[src/hdl/soc_macros.svh]
// SoC interconnect constants
// Bus widths, memory map and default L2 depth

`ifndef SOC_MACROS_SVH
`define SOC_MACROS_SVH

// Bus widths
`define SOC_ADDR_W 32
`define SOC_DATA_W 64
`define SOC_STRB_W 8
`define APB_W      32

// Region bases
`define L2_BASE   32'h8000_0000
`define UART_BASE 32'hC000_0000
`define CTRL_BASE 32'hD000_0000

// Region lengths in bytes
`define L2_LEN   32'h0000_2000
`define UART_LEN 32'h0000_1000
`define CTRL_LEN 32'h0000_1000

// 1024 words of 64 bits fill the 8 KiB L2 region
`define L2_WORDS 1024

`endif

[src/hdl/soc_pkg.sv]
// SoC package
// Bus word types and control register offsets

`include "soc_macros.svh"

package soc_pkg;

  //////////////////////////////////////////////////
  // Bus words
  //////////////////////////////////////////////////

  typedef logic [`SOC_ADDR_W-1:0] addr_t;
  typedef logic [`SOC_DATA_W-1:0] data_t;
  typedef logic [`SOC_STRB_W-1:0] strb_t;

  //////////////////////////////////////////////////
  // Control register map
  //////////////////////////////////////////////////

  // Byte offsets within the control region
  typedef enum logic [7:0] {
    CTRL_EXIT      = 8'h00,
    CTRL_HW_CNT_EN = 8'h08
  } ctrl_reg_e;

endpackage

[src/hdl/mem_bus_if.sv]
// Memory-style bus between the address decoder and one target
// Request with req/gnt, response as a single rvalid pulse

`timescale 1ns/1ps

interface mem_bus_if;

  // Request
  logic           req;
  logic           gnt;
  logic           we;
  soc_pkg::addr_t addr;
  soc_pkg::data_t wdata;
  soc_pkg::strb_t be;

  // Response
  logic           rvalid;
  soc_pkg::data_t rdata;
  logic           err;

  modport initiator (
    output req, we, addr, wdata, be,
    input  gnt, rvalid, rdata, err
  );

  modport target (
    input  req, we, addr, wdata, be,
    output gnt, rvalid, rdata, err
  );

endinterface

[src/hdl/apb_bridge.sv]
// Memory bus to APB bridge toward the UART
// One transfer at a time through setup and access phases

`timescale 1ns/1ps

`include "soc_macros.svh"

module apb_bridge (
  input  logic              clk_i,
  input  logic              reset_i,
  mem_bus_if.target         bus,
  // UART APB
  output logic              uart_psel_o,
  output logic              uart_penable_o,
  output logic              uart_pwrite_o,
  output logic [`APB_W-1:0] uart_paddr_o,
  output logic [`APB_W-1:0] uart_pwdata_o,
  input  logic [`APB_W-1:0] uart_prdata_i,
  input  logic              uart_pready_i,
  input  logic              uart_pslverr_i
);

  typedef enum logic [1:0] {
    ST_IDLE,
    ST_SETUP,
    ST_ACCESS,
    ST_RESPOND
  } state_e;

  state_e            state_q;
  logic              pwrite_q;
  logic [`APB_W-1:0] paddr_q;
  logic [`APB_W-1:0] pwdata_q;
  logic [`APB_W-1:0] prdata_q;
  logic              pslverr_q;

  assign bus.gnt = (state_q == ST_IDLE);

  //////////////////////////////////////////////////
  // Phase FSM
  //////////////////////////////////////////////////

  always_ff @(posedge clk_i) begin
    if (reset_i) begin
      state_q <= ST_IDLE;
    end else begin
      case (state_q)
        ST_IDLE: begin
          if (bus.req) begin
            state_q <= ST_SETUP;
          end
        end
        ST_SETUP: state_q <= ST_ACCESS;
        ST_ACCESS: begin
          // Wait states stretch the access phase
          if (uart_pready_i) begin
            state_q <= ST_RESPOND;
          end
        end
        default: state_q <= ST_IDLE;
      endcase
    end
  end

  // Request and response capture
  always_ff @(posedge clk_i) begin
    if (state_q == ST_IDLE && bus.req) begin
      pwrite_q <= bus.we;
      paddr_q  <= `APB_W'(bus.addr - `UART_BASE);
      pwdata_q <= bus.wdata[`APB_W-1:0];
    end
    if (state_q == ST_ACCESS && uart_pready_i) begin
      prdata_q  <= pwrite_q ? '0 : uart_prdata_i;
      pslverr_q <= uart_pslverr_i;
    end
  end

  //////////////////////////////////////////////////
  // Outputs
  //////////////////////////////////////////////////

  assign uart_psel_o    = (state_q == ST_SETUP) || (state_q == ST_ACCESS);
  assign uart_penable_o = (state_q == ST_ACCESS);
  assign uart_pwrite_o  = pwrite_q;
  assign uart_paddr_o   = paddr_q;
  assign uart_pwdata_o  = pwdata_q;

  assign bus.rvalid = (state_q == ST_RESPOND);
  assign bus.rdata  = {{(`SOC_DATA_W-`APB_W){1'b0}}, prdata_q};
  assign bus.err    = pslverr_q;

endmodule

[src/flat_wrapper.sv]
// flat-port wrapper written by rule: the top's interface ports become plain ports
module apb_bridge_flat 
  (clk_i, reset_i, uart_psel_o, uart_penable_o, uart_pwrite_o, uart_paddr_o, uart_pwdata_o, uart_prdata_i, uart_pready_i, uart_pslverr_i, bus_req, bus_we, bus_addr, bus_wdata, bus_be, bus_gnt, bus_rvalid, bus_rdata, bus_err);
  mem_bus_if bus_i ();
  input  logic clk_i;
  input  logic reset_i;
  output logic uart_psel_o;
  output logic uart_penable_o;
  output logic uart_pwrite_o;
  output logic [`APB_W-1:0] uart_paddr_o;
  output logic [`APB_W-1:0] uart_pwdata_o;
  input  logic [`APB_W-1:0] uart_prdata_i;
  input  logic uart_pready_i;
  input  logic uart_pslverr_i;
  input wire logic [$bits(bus_i.req)-1:0] bus_req;
  input wire logic [$bits(bus_i.we)-1:0] bus_we;
  input wire logic [$bits(bus_i.addr)-1:0] bus_addr;
  input wire logic [$bits(bus_i.wdata)-1:0] bus_wdata;
  input wire logic [$bits(bus_i.be)-1:0] bus_be;
  output wire logic [$bits(bus_i.gnt)-1:0] bus_gnt;
  output wire logic [$bits(bus_i.rvalid)-1:0] bus_rvalid;
  output wire logic [$bits(bus_i.rdata)-1:0] bus_rdata;
  output wire logic [$bits(bus_i.err)-1:0] bus_err;
  assign bus_i.req = bus_req;
  assign bus_i.we = bus_we;
  assign bus_i.addr = bus_addr;
  assign bus_i.wdata = bus_wdata;
  assign bus_i.be = bus_be;
  assign bus_gnt = bus_i.gnt;
  assign bus_rvalid = bus_i.rvalid;
  assign bus_rdata = bus_i.rdata;
  assign bus_err = bus_i.err;
  apb_bridge u_core (.clk_i(clk_i), .reset_i(reset_i), .bus(bus_i), .uart_psel_o(uart_psel_o), .uart_penable_o(uart_penable_o), .uart_pwrite_o(uart_pwrite_o), .uart_paddr_o(uart_paddr_o), .uart_pwdata_o(uart_pwdata_o), .uart_prdata_i(uart_prdata_i), .uart_pready_i(uart_pready_i), .uart_pslverr_i(uart_pslverr_i));
endmodule
[config.mk]
export PLATFORM = sky130hd
export DESIGN_NAME = apb_bridge_flat
export DESIGN_NICKNAME = d
export VERILOG_FILES = /design/src/hdl/soc_pkg.sv /design/src/hdl/mem_bus_if.sv /design/src/hdl/apb_bridge.sv /design/src/flat_wrapper.sv
export VERILOG_INCLUDE_DIRS = /design/src /design/src/hdl
export SDC_FILE = /design/constraint.sdc
export NUM_CORES = 1
export LEC_CHECK = 0
export ABC_AREA = 1
export BUFFER_PORTS_ARGS = -buffer_cell sky130_fd_sc_hd__buf_2
export CAP_MARGIN = 5
export CORE_ASPECT_RATIO = 1.75
export CORE_MARGIN = 4
export CORE_UTILIZATION = 36
export DETAILED_ROUTE_END_ITERATION = 12
export PLACE_DENSITY = 0.83
export SYNTH_ARGS = -nofsm -noshare
export SYNTH_HDL_FRONTEND = slang
export SYNTH_SLANG_ARGS = --single-unit
[constraint.sdc]
create_clock -name clk_i -period 2.3 [get_ports clk_i]
set_input_delay 0.23 -clock clk_i [delete_from_list [all_inputs] [get_ports clk_i]]
set_output_delay 0.23 -clock clk_i [all_outputs]
set_load 0.005 [all_outputs]
==> results.md <==
* First DRT Iteration DRCs at between 40 and 50
* Final setup violation count at 0
* CTS clk-pin slew, worst paths at 70 ps
* Worst Setup SP: u_core.state_q[0]
* Final antenna-violating net count at 0
* Ant diodes at 0
* Sw Share at 0.2704
* Sequential share of power at 0.520
* Pins Over Slew Limit at 0
* Synth Cell Area at about 3600 sq um
* Fmax at between 600 and 700 MHz
* Fin nets at 587
* Initial antenna violation count at 0
* Hold Crit Class: input pin to flip-flop
* VDD IR-drop max at around 740 uV
* RR Startpoint: u_core.state_q[0]
* Hold-fix buffers, CTS at 0
* Hold path startpoint: bus_wdata[17]
* Setup bufs post-CTS at 0
* Inserted Clock Buffers at 9
* Sequential fraction of the synthesis area at 0.8195
* Leak at 2.341 nW
* Worst Path Buf+Inv at 3
* Crit path max-delay family: buffers and inverters
* Fin util at 0.5066
* Setup crit end kind: flip-flop
* # DRC at 0
* Worst-skew pair later-pin latency at 330 ps
* YS warnings at 0
* Grt ovf at 0
* Starting Density at 0.3695
* Synth Instances at about 230
* Port Buffers at slightly above 200
* Hold Slack at roughly 63 ps
* RSZ-0062 raised after global routing: false
* Worst Max-Slew Pin Slew at 540.3 ps
* Cell Int Power at 3.618 mW
* Cell Pwr Density at roughly 990 nW/um^2
* CTS sink count at 100
* GRT Util Overall at 0.1355
* Max Buffers Root-to-Sink at 2
* Detail Placement HPWL at about 6700 microns
* Flops & latches, synth at 100
* CP arrival at ~1500 ps
* Largest net degree at the start of global routing at 66
* Fin. Hold Viols at 0
* CP Class: flip-flop to flip-flop
* Via Count at 2322
* Final period util at 0.6587
* Worst setup SP type: flip-flop
* Area Growth Syn to Fin at 37.09%
* # fillers at just over 900
* Slowest stage delay, CP at around 330 ps
* Die width at 84.01 microns
* Die Span Y at approximately 140 microns
* Leading cell types in the layout, fill and taps excluded: buf_2 (203), edfxtp_1 (98), inv_1 (39), nor2_1 (38), conb_1 (32)
* Syn Area/Cell at roughly 16 sq um
* Cell Rows at 48
* Global placer's final weighted congestion at roughly 0.8
* Total core area at 9849 sq um
* Max Cap Viol at 0
* Max-Slew Margin vs Limit at 0.6398
* Synth unique cells at 10
* Avg WL per Cell at 14.55 microns
* NetSw at ~1.3 mW
* Clock power frac at 0.284
* Io pins at around 280
* Sum Neg Setup Slack at 0 ps
* Vias in the first global route at ~2.4k
* Max FO, Critical Path at 65
* Combinational fraction of design power at 0.195
* Drt via density at between 4 and 5
* CP Cell Sequence: inv_1 -> ha_1 -> nand2_1 -> clkinvlp_4 -> buf_12
* Share of post-route cells with drive strength above 1 at 0.5022
* Post-CTS resize count at 0
* CTS HTree Levels at 3
* Area of the die at 11850 sq um
* First-pass GRT wire length at 12230 microns
* Status: completed
* Critical Path RT at approximately 2300 ps
* CTS tree: done
* Clock Root Buffer: clkbuf_16
* Worst Clk Skew at slightly above 8 ps
* Pwr Total at around 5.0 mW
* Crit-path slowest cell: dfxtp_1
* 1st-pass router iterations at 5
* WL final at a little over 8000 microns
* Commonest non-fill, non-tap cell in the layout: buf_2
* Min Tclk post-route at about 1500 ps
worst register-to-register path: stages, from the launching register on:
cell        delay [ps]
dfxtp_1            330
inv_1              100
ha_1               220
nand2_1            100
clkinvlp_4          90
buf_12             280
cells by family after synthesis:
logic type / Yosys count / synth area share
xor gates and xnor gates: 1 / 0.002407
adders and majority gates: 4 / 0.01375
buffers and inverters: 75 / 0.1134
DFF: 100 / 0.8195
other: 1 / 0.001030
and+or+nand+nor: 47 / 0.04985
cell usage after synthesis:
cell type / number / area (sq um)
nand2_2: 2 / 12.51
buf_4: 35 / 262.8
conb_1: 1 / 3.750
inv_1: 40 / 150.1
nor2_1: 38 / 142.6
ha_1: 4 / 50.05
dfxtp_1: 2 / 40.04
edfxtp_1: 98 / 2943
nand2_1: 7 / 26.28
xor2_1: 1 / 8.760
sequential cells by signal, indices dropped and copies added (netlist names):
name	cells
u_core.state_q	2
u_core.prdata_q	32
u_core.bus.err	1
u_core.uart_pwdata_o	32
u_core.uart_paddr_o	32
u_core.uart_pwrite_o	1
path summary, 6_finish.rpt:
path	end	slack, ps	depth (start not counted)
setup / recovery	u_core.uart_pwdata_o[4]	780	5
hold / removal	u_core.uart_pwdata_o[17]	60	1
setup reg to reg	u_core.uart_pwdata_o[4]	780	5
hold reg to reg	u_core.state_q[1]	640	4
routing by layer:
| metal | global-route usage | vias up | part of all wire |
|---|---|---|---|
| met2 | 0.2497 | 152 | 0.53 |
| met3 | 0.03626 | 10 | 0.095 |
| met1 | 0.1409 | 1050 | 0.36 |
| met5 | 0 | - | 0 |
| li1 | - | 1110 | - |
| met4 | 0.06356 | 0 | 0.018 |
stage by stage:
stage               std cells  instance area (sq um)  setup slack, ps
floorplan                 259                   3760            225.0
global placement          555                   4705            837.8
detailed placement        555                   4705            792.5
CTS                       571                   4990            780.3
global route              571                   4990            666.1
finish                    571                   4990            784.9
power groups by stage:
stage	clock network [mW]	registers (mW)	logic (mW)
2_1_floorplan	0	2.67	0.421
3_3_place_gp	0	2.61	0.941
3_5_place_dp	0	2.63	0.986
4_1_cts	1.45	2.59	0.990
5_1_grt	1.52	2.61	1.07
6_report	1.41	2.58	0.968
cell type report:
class / count / area [sq um] / share of cell area
multi-input cells: 84 / 360.3 / 0.07222
inverters: 40 / 153.9 / 0.03084
repair buffers: 206 / 1051 / 0.2106
flip-flops and latches: 100 / 2983 / 0.5978
well taps: 125 / 156.4 / 0.03134
clock inverters: 7 / 60.06 / 0.01204
clock buffers: 9 / 225.2 / 0.04514
(Power assumes the default switching activity.)
