===== config.mk =====
export PLATFORM = sky130hd
export DESIGN_NAME = soc_addr_decoder_flat
export DESIGN_NICKNAME = d
export VERILOG_FILES = /design/src/hdl/soc_pkg.sv /design/src/hdl/mem_bus_if.sv /design/src/hdl/soc_addr_decoder.sv /design/src/flat_wrapper.sv
export VERILOG_INCLUDE_DIRS = /design/src /design/src/hdl
export SDC_FILE = /design/constraint.sdc
export NUM_CORES = 1
export LEC_CHECK = 0
export ABC_AREA = 1
export BUFFER_PORTS_ARGS = -buffer_cell sky130_fd_sc_hd__clkbuf_2
export CORE_AREA = 5 5 270 272
export CTS_CLUSTER_DIAMETER = 120
export DETAILED_ROUTE_END_ITERATION = 12
export DIE_AREA = 0 0 275 277
export GPL_TIMING_DRIVEN = 0
export MAX_ROUTING_LAYER = met4
export PLACE_DENSITY = 0.3
export RECOVER_POWER = 50
export REMOVE_ABC_BUFFERS = 1
export SLEW_MARGIN = 20
export SYNTH_ARGS = -nofsm -noshare
export SYNTH_HDL_FRONTEND = slang
export SYNTH_SLANG_ARGS = --single-unit

===== constraint.sdc =====
create_clock -name clk_i -period 4.8 [get_ports clk_i]
set_clock_uncertainty 0.2 [all_clocks]
set_input_delay 1.44 -clock clk_i [delete_from_list [all_inputs] [get_ports clk_i]]
set_output_delay 1.44 -clock clk_i [all_outputs]
set_load 0.03 [all_outputs]

===== src/hdl/soc_macros.svh =====
// SoC interconnect constants
// Bus widths, memory map and default L2 depth

`ifndef SOC_MACROS_SVH
`define SOC_MACROS_SVH

// Bus widths
`define SOC_ADDR_W 32
`define SOC_DATA_W 64
`define SOC_STRB_W 8
`define APB_W      32

// Region bases
`define L2_BASE   32'h8000_0000
`define UART_BASE 32'hC000_0000
`define CTRL_BASE 32'hD000_0000

// Region lengths in bytes
`define L2_LEN   32'h0000_2000
`define UART_LEN 32'h0000_1000
`define CTRL_LEN 32'h0000_1000

// 1024 words of 64 bits fill the 8 KiB L2 region
`define L2_WORDS 1024

`endif


===== src/hdl/soc_pkg.sv =====
// SoC package
// Bus word types and control register offsets

`include "soc_macros.svh"

package soc_pkg;

  //////////////////////////////////////////////////
  // Bus words
  //////////////////////////////////////////////////

  typedef logic [`SOC_ADDR_W-1:0] addr_t;
  typedef logic [`SOC_DATA_W-1:0] data_t;
  typedef logic [`SOC_STRB_W-1:0] strb_t;

  //////////////////////////////////////////////////
  // Control register map
  //////////////////////////////////////////////////

  // Byte offsets within the control region
  typedef enum logic [7:0] {
    CTRL_EXIT      = 8'h00,
    CTRL_HW_CNT_EN = 8'h08
  } ctrl_reg_e;

endpackage


===== src/hdl/mem_bus_if.sv =====
// Memory-style bus between the address decoder and one target
// Request with req/gnt, response as a single rvalid pulse

`timescale 1ns/1ps

interface mem_bus_if;

  // Request
  logic           req;
  logic           gnt;
  logic           we;
  soc_pkg::addr_t addr;
  soc_pkg::data_t wdata;
  soc_pkg::strb_t be;

  // Response
  logic           rvalid;
  soc_pkg::data_t rdata;
  logic           err;

  modport initiator (
    output req, we, addr, wdata, be,
    input  gnt, rvalid, rdata, err
  );

  modport target (
    input  req, we, addr, wdata, be,
    output gnt, rvalid, rdata, err
  );

endinterface


===== src/hdl/soc_addr_decoder.sv =====
// Address decoder for the host port
// Routes one outstanding request to L2, UART or control registers

`timescale 1ns/1ps

`include "soc_macros.svh"

module soc_addr_decoder (
  input  logic             clk_i,
  input  logic             reset_i,
  // Host port
  input  logic             host_req_i,
  output logic             host_gnt_o,
  input  logic             host_we_i,
  input  soc_pkg::addr_t   host_addr_i,
  input  soc_pkg::data_t   host_wdata_i,
  input  soc_pkg::strb_t   host_be_i,
  output logic             host_rvalid_o,
  output soc_pkg::data_t   host_rdata_o,
  output logic             host_err_o,
  // Targets
  mem_bus_if.initiator     l2_bus,
  mem_bus_if.initiator     uart_bus,
  mem_bus_if.initiator     ctrl_bus
);

  typedef enum logic [1:0] {
    TGT_NONE,
    TGT_L2,
    TGT_UART,
    TGT_CTRL
  } tgt_e;

  logic hit_l2;
  logic hit_uart;
  logic hit_ctrl;
  tgt_e tgt_d;
  tgt_e tgt_q;
  logic busy_q;
  logic accept;
  logic unmapped_rvalid_q;

  //////////////////////////////////////////////////
  // Region match
  //////////////////////////////////////////////////

  assign hit_l2   = (host_addr_i >= `L2_BASE) && (host_addr_i < `L2_BASE + `L2_LEN);
  assign hit_uart = (host_addr_i >= `UART_BASE) && (host_addr_i < `UART_BASE + `UART_LEN);
  assign hit_ctrl = (host_addr_i >= `CTRL_BASE) && (host_addr_i < `CTRL_BASE + `CTRL_LEN);

  always_comb begin
    tgt_d = TGT_NONE;
    if (hit_l2) begin
      tgt_d = TGT_L2;
    end else if (hit_uart) begin
      tgt_d = TGT_UART;
    end else if (hit_ctrl) begin
      tgt_d = TGT_CTRL;
    end
  end

  // Requests are held off while a response is pending
  assign l2_bus.req   = host_req_i && !busy_q && (tgt_d == TGT_L2);
  assign uart_bus.req = host_req_i && !busy_q && (tgt_d == TGT_UART);
  assign ctrl_bus.req = host_req_i && !busy_q && (tgt_d == TGT_CTRL);

  assign l2_bus.we      = host_we_i;
  assign l2_bus.addr    = host_addr_i;
  assign l2_bus.wdata   = host_wdata_i;
  assign l2_bus.be      = host_be_i;
  assign uart_bus.we    = host_we_i;
  assign uart_bus.addr  = host_addr_i;
  assign uart_bus.wdata = host_wdata_i;
  assign uart_bus.be    = host_be_i;
  assign ctrl_bus.we    = host_we_i;
  assign ctrl_bus.addr  = host_addr_i;
  assign ctrl_bus.wdata = host_wdata_i;
  assign ctrl_bus.be    = host_be_i;

  always_comb begin
    host_gnt_o = 1'b0;
    if (!busy_q) begin
      case (tgt_d)
        TGT_L2:   host_gnt_o = l2_bus.gnt;
        TGT_UART: host_gnt_o = uart_bus.gnt;
        TGT_CTRL: host_gnt_o = ctrl_bus.gnt;
        default:  host_gnt_o = host_req_i;
      endcase
    end
  end

  assign accept = host_req_i && host_gnt_o;

  //////////////////////////////////////////////////
  // Outstanding transaction
  //////////////////////////////////////////////////

  always_ff @(posedge clk_i) begin
    if (reset_i) begin
      busy_q            <= 1'b0;
      tgt_q             <= TGT_NONE;
      unmapped_rvalid_q <= 1'b0;
    end else begin
      // Unmapped accesses answer on their own, one cycle later
      unmapped_rvalid_q <= accept && (tgt_d == TGT_NONE);
      if (accept) begin
        busy_q <= 1'b1;
        tgt_q  <= tgt_d;
      end else if (host_rvalid_o) begin
        busy_q <= 1'b0;
      end
    end
  end

  // Response mux
  always_comb begin
    case (tgt_q)
      TGT_L2: begin
        host_rvalid_o = l2_bus.rvalid;
        host_rdata_o  = l2_bus.rdata;
        host_err_o    = l2_bus.err;
      end
      TGT_UART: begin
        host_rvalid_o = uart_bus.rvalid;
        host_rdata_o  = uart_bus.rdata;
        host_err_o    = uart_bus.err;
      end
      TGT_CTRL: begin
        host_rvalid_o = ctrl_bus.rvalid;
        host_rdata_o  = ctrl_bus.rdata;
        host_err_o    = ctrl_bus.err;
      end
      default: begin
        host_rvalid_o = unmapped_rvalid_q;
        host_rdata_o  = '0;
        host_err_o    = unmapped_rvalid_q;
      end
    endcase
  end

endmodule


===== src/flat_wrapper.sv =====
// flat-port wrapper written by rule: the top's interface ports become plain ports
module soc_addr_decoder_flat 
  (clk_i, reset_i, host_req_i, host_gnt_o, host_we_i, host_addr_i, host_wdata_i, host_be_i, host_rvalid_o, host_rdata_o, host_err_o, l2_bus_req, l2_bus_we, l2_bus_addr, l2_bus_wdata, l2_bus_be, l2_bus_gnt, l2_bus_rvalid, l2_bus_rdata, l2_bus_err, uart_bus_req, uart_bus_we, uart_bus_addr, uart_bus_wdata, uart_bus_be, uart_bus_gnt, uart_bus_rvalid, uart_bus_rdata, uart_bus_err, ctrl_bus_req, ctrl_bus_we, ctrl_bus_addr, ctrl_bus_wdata, ctrl_bus_be, ctrl_bus_gnt, ctrl_bus_rvalid, ctrl_bus_rdata, ctrl_bus_err);
  mem_bus_if l2_bus_i ();
  mem_bus_if uart_bus_i ();
  mem_bus_if ctrl_bus_i ();
  input  logic clk_i;
  input  logic reset_i;
  input  logic host_req_i;
  output logic host_gnt_o;
  input  logic host_we_i;
  input  soc_pkg::addr_t host_addr_i;
  input  soc_pkg::data_t host_wdata_i;
  input  soc_pkg::strb_t host_be_i;
  output logic host_rvalid_o;
  output soc_pkg::data_t host_rdata_o;
  output logic host_err_o;
  output wire logic [$bits(l2_bus_i.req)-1:0] l2_bus_req;
  output wire logic [$bits(l2_bus_i.we)-1:0] l2_bus_we;
  output wire logic [$bits(l2_bus_i.addr)-1:0] l2_bus_addr;
  output wire logic [$bits(l2_bus_i.wdata)-1:0] l2_bus_wdata;
  output wire logic [$bits(l2_bus_i.be)-1:0] l2_bus_be;
  input wire logic [$bits(l2_bus_i.gnt)-1:0] l2_bus_gnt;
  input wire logic [$bits(l2_bus_i.rvalid)-1:0] l2_bus_rvalid;
  input wire logic [$bits(l2_bus_i.rdata)-1:0] l2_bus_rdata;
  input wire logic [$bits(l2_bus_i.err)-1:0] l2_bus_err;
  output wire logic [$bits(uart_bus_i.req)-1:0] uart_bus_req;
  output wire logic [$bits(uart_bus_i.we)-1:0] uart_bus_we;
  output wire logic [$bits(uart_bus_i.addr)-1:0] uart_bus_addr;
  output wire logic [$bits(uart_bus_i.wdata)-1:0] uart_bus_wdata;
  output wire logic [$bits(uart_bus_i.be)-1:0] uart_bus_be;
  input wire logic [$bits(uart_bus_i.gnt)-1:0] uart_bus_gnt;
  input wire logic [$bits(uart_bus_i.rvalid)-1:0] uart_bus_rvalid;
  input wire logic [$bits(uart_bus_i.rdata)-1:0] uart_bus_rdata;
  input wire logic [$bits(uart_bus_i.err)-1:0] uart_bus_err;
  output wire logic [$bits(ctrl_bus_i.req)-1:0] ctrl_bus_req;
  output wire logic [$bits(ctrl_bus_i.we)-1:0] ctrl_bus_we;
  output wire logic [$bits(ctrl_bus_i.addr)-1:0] ctrl_bus_addr;
  output wire logic [$bits(ctrl_bus_i.wdata)-1:0] ctrl_bus_wdata;
  output wire logic [$bits(ctrl_bus_i.be)-1:0] ctrl_bus_be;
  input wire logic [$bits(ctrl_bus_i.gnt)-1:0] ctrl_bus_gnt;
  input wire logic [$bits(ctrl_bus_i.rvalid)-1:0] ctrl_bus_rvalid;
  input wire logic [$bits(ctrl_bus_i.rdata)-1:0] ctrl_bus_rdata;
  input wire logic [$bits(ctrl_bus_i.err)-1:0] ctrl_bus_err;
  assign l2_bus_req = l2_bus_i.req;
  assign l2_bus_we = l2_bus_i.we;
  assign l2_bus_addr = l2_bus_i.addr;
  assign l2_bus_wdata = l2_bus_i.wdata;
  assign l2_bus_be = l2_bus_i.be;
  assign l2_bus_i.gnt = l2_bus_gnt;
  assign l2_bus_i.rvalid = l2_bus_rvalid;
  assign l2_bus_i.rdata = l2_bus_rdata;
  assign l2_bus_i.err = l2_bus_err;
  assign uart_bus_req = uart_bus_i.req;
  assign uart_bus_we = uart_bus_i.we;
  assign uart_bus_addr = uart_bus_i.addr;
  assign uart_bus_wdata = uart_bus_i.wdata;
  assign uart_bus_be = uart_bus_i.be;
  assign uart_bus_i.gnt = uart_bus_gnt;
  assign uart_bus_i.rvalid = uart_bus_rvalid;
  assign uart_bus_i.rdata = uart_bus_rdata;
  assign uart_bus_i.err = uart_bus_err;
  assign ctrl_bus_req = ctrl_bus_i.req;
  assign ctrl_bus_we = ctrl_bus_i.we;
  assign ctrl_bus_addr = ctrl_bus_i.addr;
  assign ctrl_bus_wdata = ctrl_bus_i.wdata;
  assign ctrl_bus_be = ctrl_bus_i.be;
  assign ctrl_bus_i.gnt = ctrl_bus_gnt;
  assign ctrl_bus_i.rvalid = ctrl_bus_rvalid;
  assign ctrl_bus_i.rdata = ctrl_bus_rdata;
  assign ctrl_bus_i.err = ctrl_bus_err;
  soc_addr_decoder u_core (.clk_i(clk_i), .reset_i(reset_i), .host_req_i(host_req_i), .host_gnt_o(host_gnt_o), .host_we_i(host_we_i), .host_addr_i(host_addr_i), .host_wdata_i(host_wdata_i), .host_be_i(host_be_i), .host_rvalid_o(host_rvalid_o), .host_rdata_o(host_rdata_o), .host_err_o(host_err_o), .l2_bus(l2_bus_i), .uart_bus(uart_bus_i), .ctrl_bus(ctrl_bus_i));
endmodule

==> metrics.md <==
| Metric | Value |
|---|---|
| Growth of design area from synthesis to finish | 18.2% |
| CTS clock-pin slew for the worst setup and hold paths | approximately 0.030 ns |
| Die X-Extent | 275 um |
| Total number of clock tree sinks | 4 |
| Router iterations before antenna repair | 4 |
| Number of input and output port buffers inserted | roughly 350 |
| Post-Synthesis Cells | about 680 |
| Critical path fanouts, max | 5 |
| Top-area cell type share of the netlist area | a little under 60% |
| Met1 routing resource usage after global routing | a little under an eighth |
| Hold Path Class | flip-flop to flip-flop |
| Least-Margin Pin Slew | 0.488 ns |
| Final hold violation count | 0 |
| Met3 routing resource usage after global routing | between 10% and 20% |
| Maximum number of pins on one net before global-route repair | 54 |
| Flip-flop and latch count after synthesis | 4 |
| Final setup violation count | 0 |
| Die ar. | roughly 0.076 mm^2 |
| Total negative slack for setup checks | 0 ns |
| Clock tree from TritonCTS | built |
| Peak Freq | 225 MHz |
| Result of the run | completed |
| Starting Density | 5.63% |
| Congestion Overflow GR | 0 |
| Avg Synthesized Cell Area | approximately 5.8 um^2 |
| Largest cells by area after synthesis | sky130_fd_sc_hd__buf_4 (60%), sky130_fd_sc_hd__nand2_1 (20%), sky130_fd_sc_hd__nand3_1 (8.8%), sky130_fd_sc_hd__dfxtp_1 (2.0%), sky130_fd_sc_hd__inv_1 (2.0%) |
| Area occupied by multi-input gates | about 0.0014 mm^2 |
| I/O pin count | between 600 and 700 |
| Worst rel slew slack | 67.4% |
| Post-CTS setup buffer count | 0 |
| Pre-CTS setup slack | between 0.3 and 0.4 ns |
| Root buf cell | sky130_fd_sc_hd__clkbuf_16 |
| Number of filler cells placed in the layout | 8427 |
| Core Footprint | between 0.07 and 0.08 mm^2 |
| Netlist cell types | 22 |
| Crit start category | input pin |
| Category of the worst setup path capture point | output port |
| Count of vias placed by the detailed router | ~4500 |
| Net total in the final layout | 1020 |
| Final std cells w/o fill | roughly 1700 |
| Maximum buffer depth of the clock tree | 2 |
| Final slew viol count | 0 |
| Post-synthesis sequential area ratio | ~2.0% |
| Gates resized, CTS repair | 0 |
| Setup repair after global routing missed its margin | false |
| Initial antenna violation count | 3 |
| Count of H-tree levels built during CTS | 1 |
| Total instance count after detailed placement | roughly 1700 |
| Met2 capacity usage during global routing | roughly a fifth |
| Inserted Clock Buffers | 3 |
| Number of global-route vias before repair | roughly 4400 |
| Height of the die | ~280 um |
| Sequential cell area in the final layout | approximately 80 um^2 |
| Largest stage delay on the critical path | 0.20 ns |
| Arrival time of the worst setup path | 2.80 ns |
| Row count | 98 |
| Cell type with the largest total area after synthesis | sky130_fd_sc_hd__buf_4 |
| Cell-by-cell listing of the critical path | clkbuf_2 -> nor2_2 -> nand2_1 -> nor2_2 -> inv_2 -> nor2_4 -> nand3_1 -> nand3_1 -> nand3b_1 -> inv_1 -> clkbuf_2 |
| Half-perimeter wire length after detailed placement | roughly 48000 um |
| Leakage | around 2.4 nW |
| Total DRC errors in the routed layout | 0 |
| Final critical-path share of the clock period | a little over 90% |
| Min Clock Period, post-route | about 4.4 ns |
| Cell with the largest stage delay on the worst path | sky130_fd_sc_hd__clkbuf_2 |
| Total global-route track usage | between 10 and 15% |
| Skew-Pair Late Insertion Delay | 0.22 ns |
| Mapped cell area | a little under 0.004 mm^2 |
| Class of the most critical setup path | input pin to output port |
| Average detailed-routed wire length per instance | between 30 and 40 um |
| Routability cong. | about 0.78 |
| Post-layout worst setup margin | between 0.3 and 0.4 ns |
| Global route hottest layer | met2 |
| Cts hold-fix bufs | 0 |
| Power per unit of standard cell area | 135 mW/mm^2 |
| Global-route wire length before repair | approximately 62000 um |
| CP required | 3.16 ns |
| Max-cap violation count | 0 |
| Yosys Warn Count | 0 |
| Maximum ir drop on the vdd rail | around 0.11 mV |
| Fraction of layout instances using a drive strength above 1 | 52.5% |
| Number of DRC violations after detailed-routing iteration 0 | between 100 and 150 |
| Antenna violation net count after detailed routing | 0 |
| Number of vias per cell | between 2 and 3 |
| Total routed wirelength | 53300 um |
-- critical path, delay by kind of cell --
| family | cells | cell delay [ns] |
|---|---|---|
| simple gates | 7 | 0.89 |
| buf+inv | 4 | 0.47 |
-- sequential cells by signal (all words and copies together) (netlist names) --
signal	cells
u_core.unmapped_rvalid_q	1
u_core.busy_q	1
u_core.tgt_q	2
-- cell usage after synthesis --
master,number
sky130_fd_sc_hd__o21ai_1,1
sky130_fd_sc_hd__a21boi_0,1
sky130_fd_sc_hd__nand4_1,1
sky130_fd_sc_hd__inv_1,21
sky130_fd_sc_hd__buf_4,315
sky130_fd_sc_hd__inv_2,1
sky130_fd_sc_hd__dfxtp_1,4
sky130_fd_sc_hd__nand3b_1,1
sky130_fd_sc_hd__nor2_4,1
sky130_fd_sc_hd__nand3_1,70
sky130_fd_sc_hd__buf_1,3
sky130_fd_sc_hd__nand2_1,214
sky130_fd_sc_hd__and2_1,1
sky130_fd_sc_hd__a21oi_1,2
sky130_fd_sc_hd__a221oi_1,1
sky130_fd_sc_hd__nor2_1,20
sky130_fd_sc_hd__nor2_2,5
sky130_fd_sc_hd__nand3_2,1
sky130_fd_sc_hd__nand2_2,2
sky130_fd_sc_hd__clkbuf_1,10
sky130_fd_sc_hd__nor4_1,1
sky130_fd_sc_hd__buf_2,8
-- kinds of logic (layout without fill, tap and decap cells) --
group | after synthesis | in the layout | synth area share (%)
compound gates | 5 | 5 | 0.788
buf+inv | 358 | 383 | 63.9
flops | 4 | 4 | 2.02
other cells | 0 | 1 | 0
simple gates | 317 | 317 | 33.3
-- placed cells by master (no fill, tap or decap) --
cell / n
sky130_fd_sc_hd__inv_2: 1
sky130_fd_sc_hd__nand4_1: 1
sky130_fd_sc_hd__nor2_2: 5
sky130_fd_sc_hd__inv_1: 19
sky130_fd_sc_hd__clkbuf_2: 353
sky130_fd_sc_hd__o21ai_1: 1
sky130_fd_sc_hd__and2_1: 1
sky130_fd_sc_hd__nand3_1: 71
sky130_fd_sc_hd__inv_4: 2
sky130_fd_sc_hd__dfxtp_1: 4
sky130_fd_sc_hd__nand3b_1: 1
sky130_fd_sc_hd__a21boi_0: 1
sky130_fd_sc_hd__nor2_4: 2
sky130_fd_sc_hd__nand2_1: 215
sky130_fd_sc_hd__nor4_1: 1
sky130_fd_sc_hd__nor2_1: 19
sky130_fd_sc_hd__buf_16: 5
sky130_fd_sc_hd__clkbuf_16: 3
sky130_fd_sc_hd__a221oi_1: 1
sky130_fd_sc_hd__a21oi_1: 2
sky130_fd_sc_hd__nand2_2: 1
sky130_fd_sc_hd__diode_2: 1
-- where the power goes --
| group | internal, mW | total, mW | switching [mW] |
|---|---|---|---|
| clock | 0.106 | 0.127 | 0.0210 |
| sequential | 0.0361 | 0.0383 | 0.00223 |
| combinational | 0.156 | 0.468 | 0.312 |
| total | 0.298 | 0.634 | 0.336 |
-- routing by layer --
layer  share of wire, %  routed length, um
met3                 21              11200
met4                3.4               1820
met2                 44              23700
met5                  0                  0
met1                 31              16500
-- metrics by stage --
step | power, mW | instance area, um^2 | utilization (%) | hold slack, ns
after floorplan | 0.223 | 1510 | - | 0.246
after global placement | 0.510 | 4470 | 6.34 | 0.293
after detailed placement | 0.516 | 4620 | 6.55 | 0.291
after CTS | 0.646 | 4690 | 6.66 | 0.294
after global routing | 0.678 | 4690 | 6.65 | 0.333
final | 0.634 | 4690 | 6.65 | 0.289
-- final timing paths --
kind	cells after the start	from	slack, ns	end
setup / recovery	11	host_addr_i[13]	0.36	host_gnt_o
hold / removal	2	u_core.busy_q$_SDFFE_PP0P_	0.29	u_core.busy_q$_SDFFE_PP0P_
setup reg to reg	6	u_core.tgt_q[0]$_SDFFE_PP0P_	3.19	u_core.busy_q$_SDFFE_PP0P_
hold reg to reg	2	u_core.busy_q$_SDFFE_PP0P_	0.29	u_core.busy_q$_SDFFE_PP0P_
-- layout make-up --
cell class              count  area share [%]
inverters                  22            1.87
multi-input cells         322            28.8
flip-flops and latches      4            1.71
repair buffers            358            40.6
clock buffers               3            1.60
well taps                 950            25.3
diodes                      1          0.0534
(Power assumes the default switching activity.)
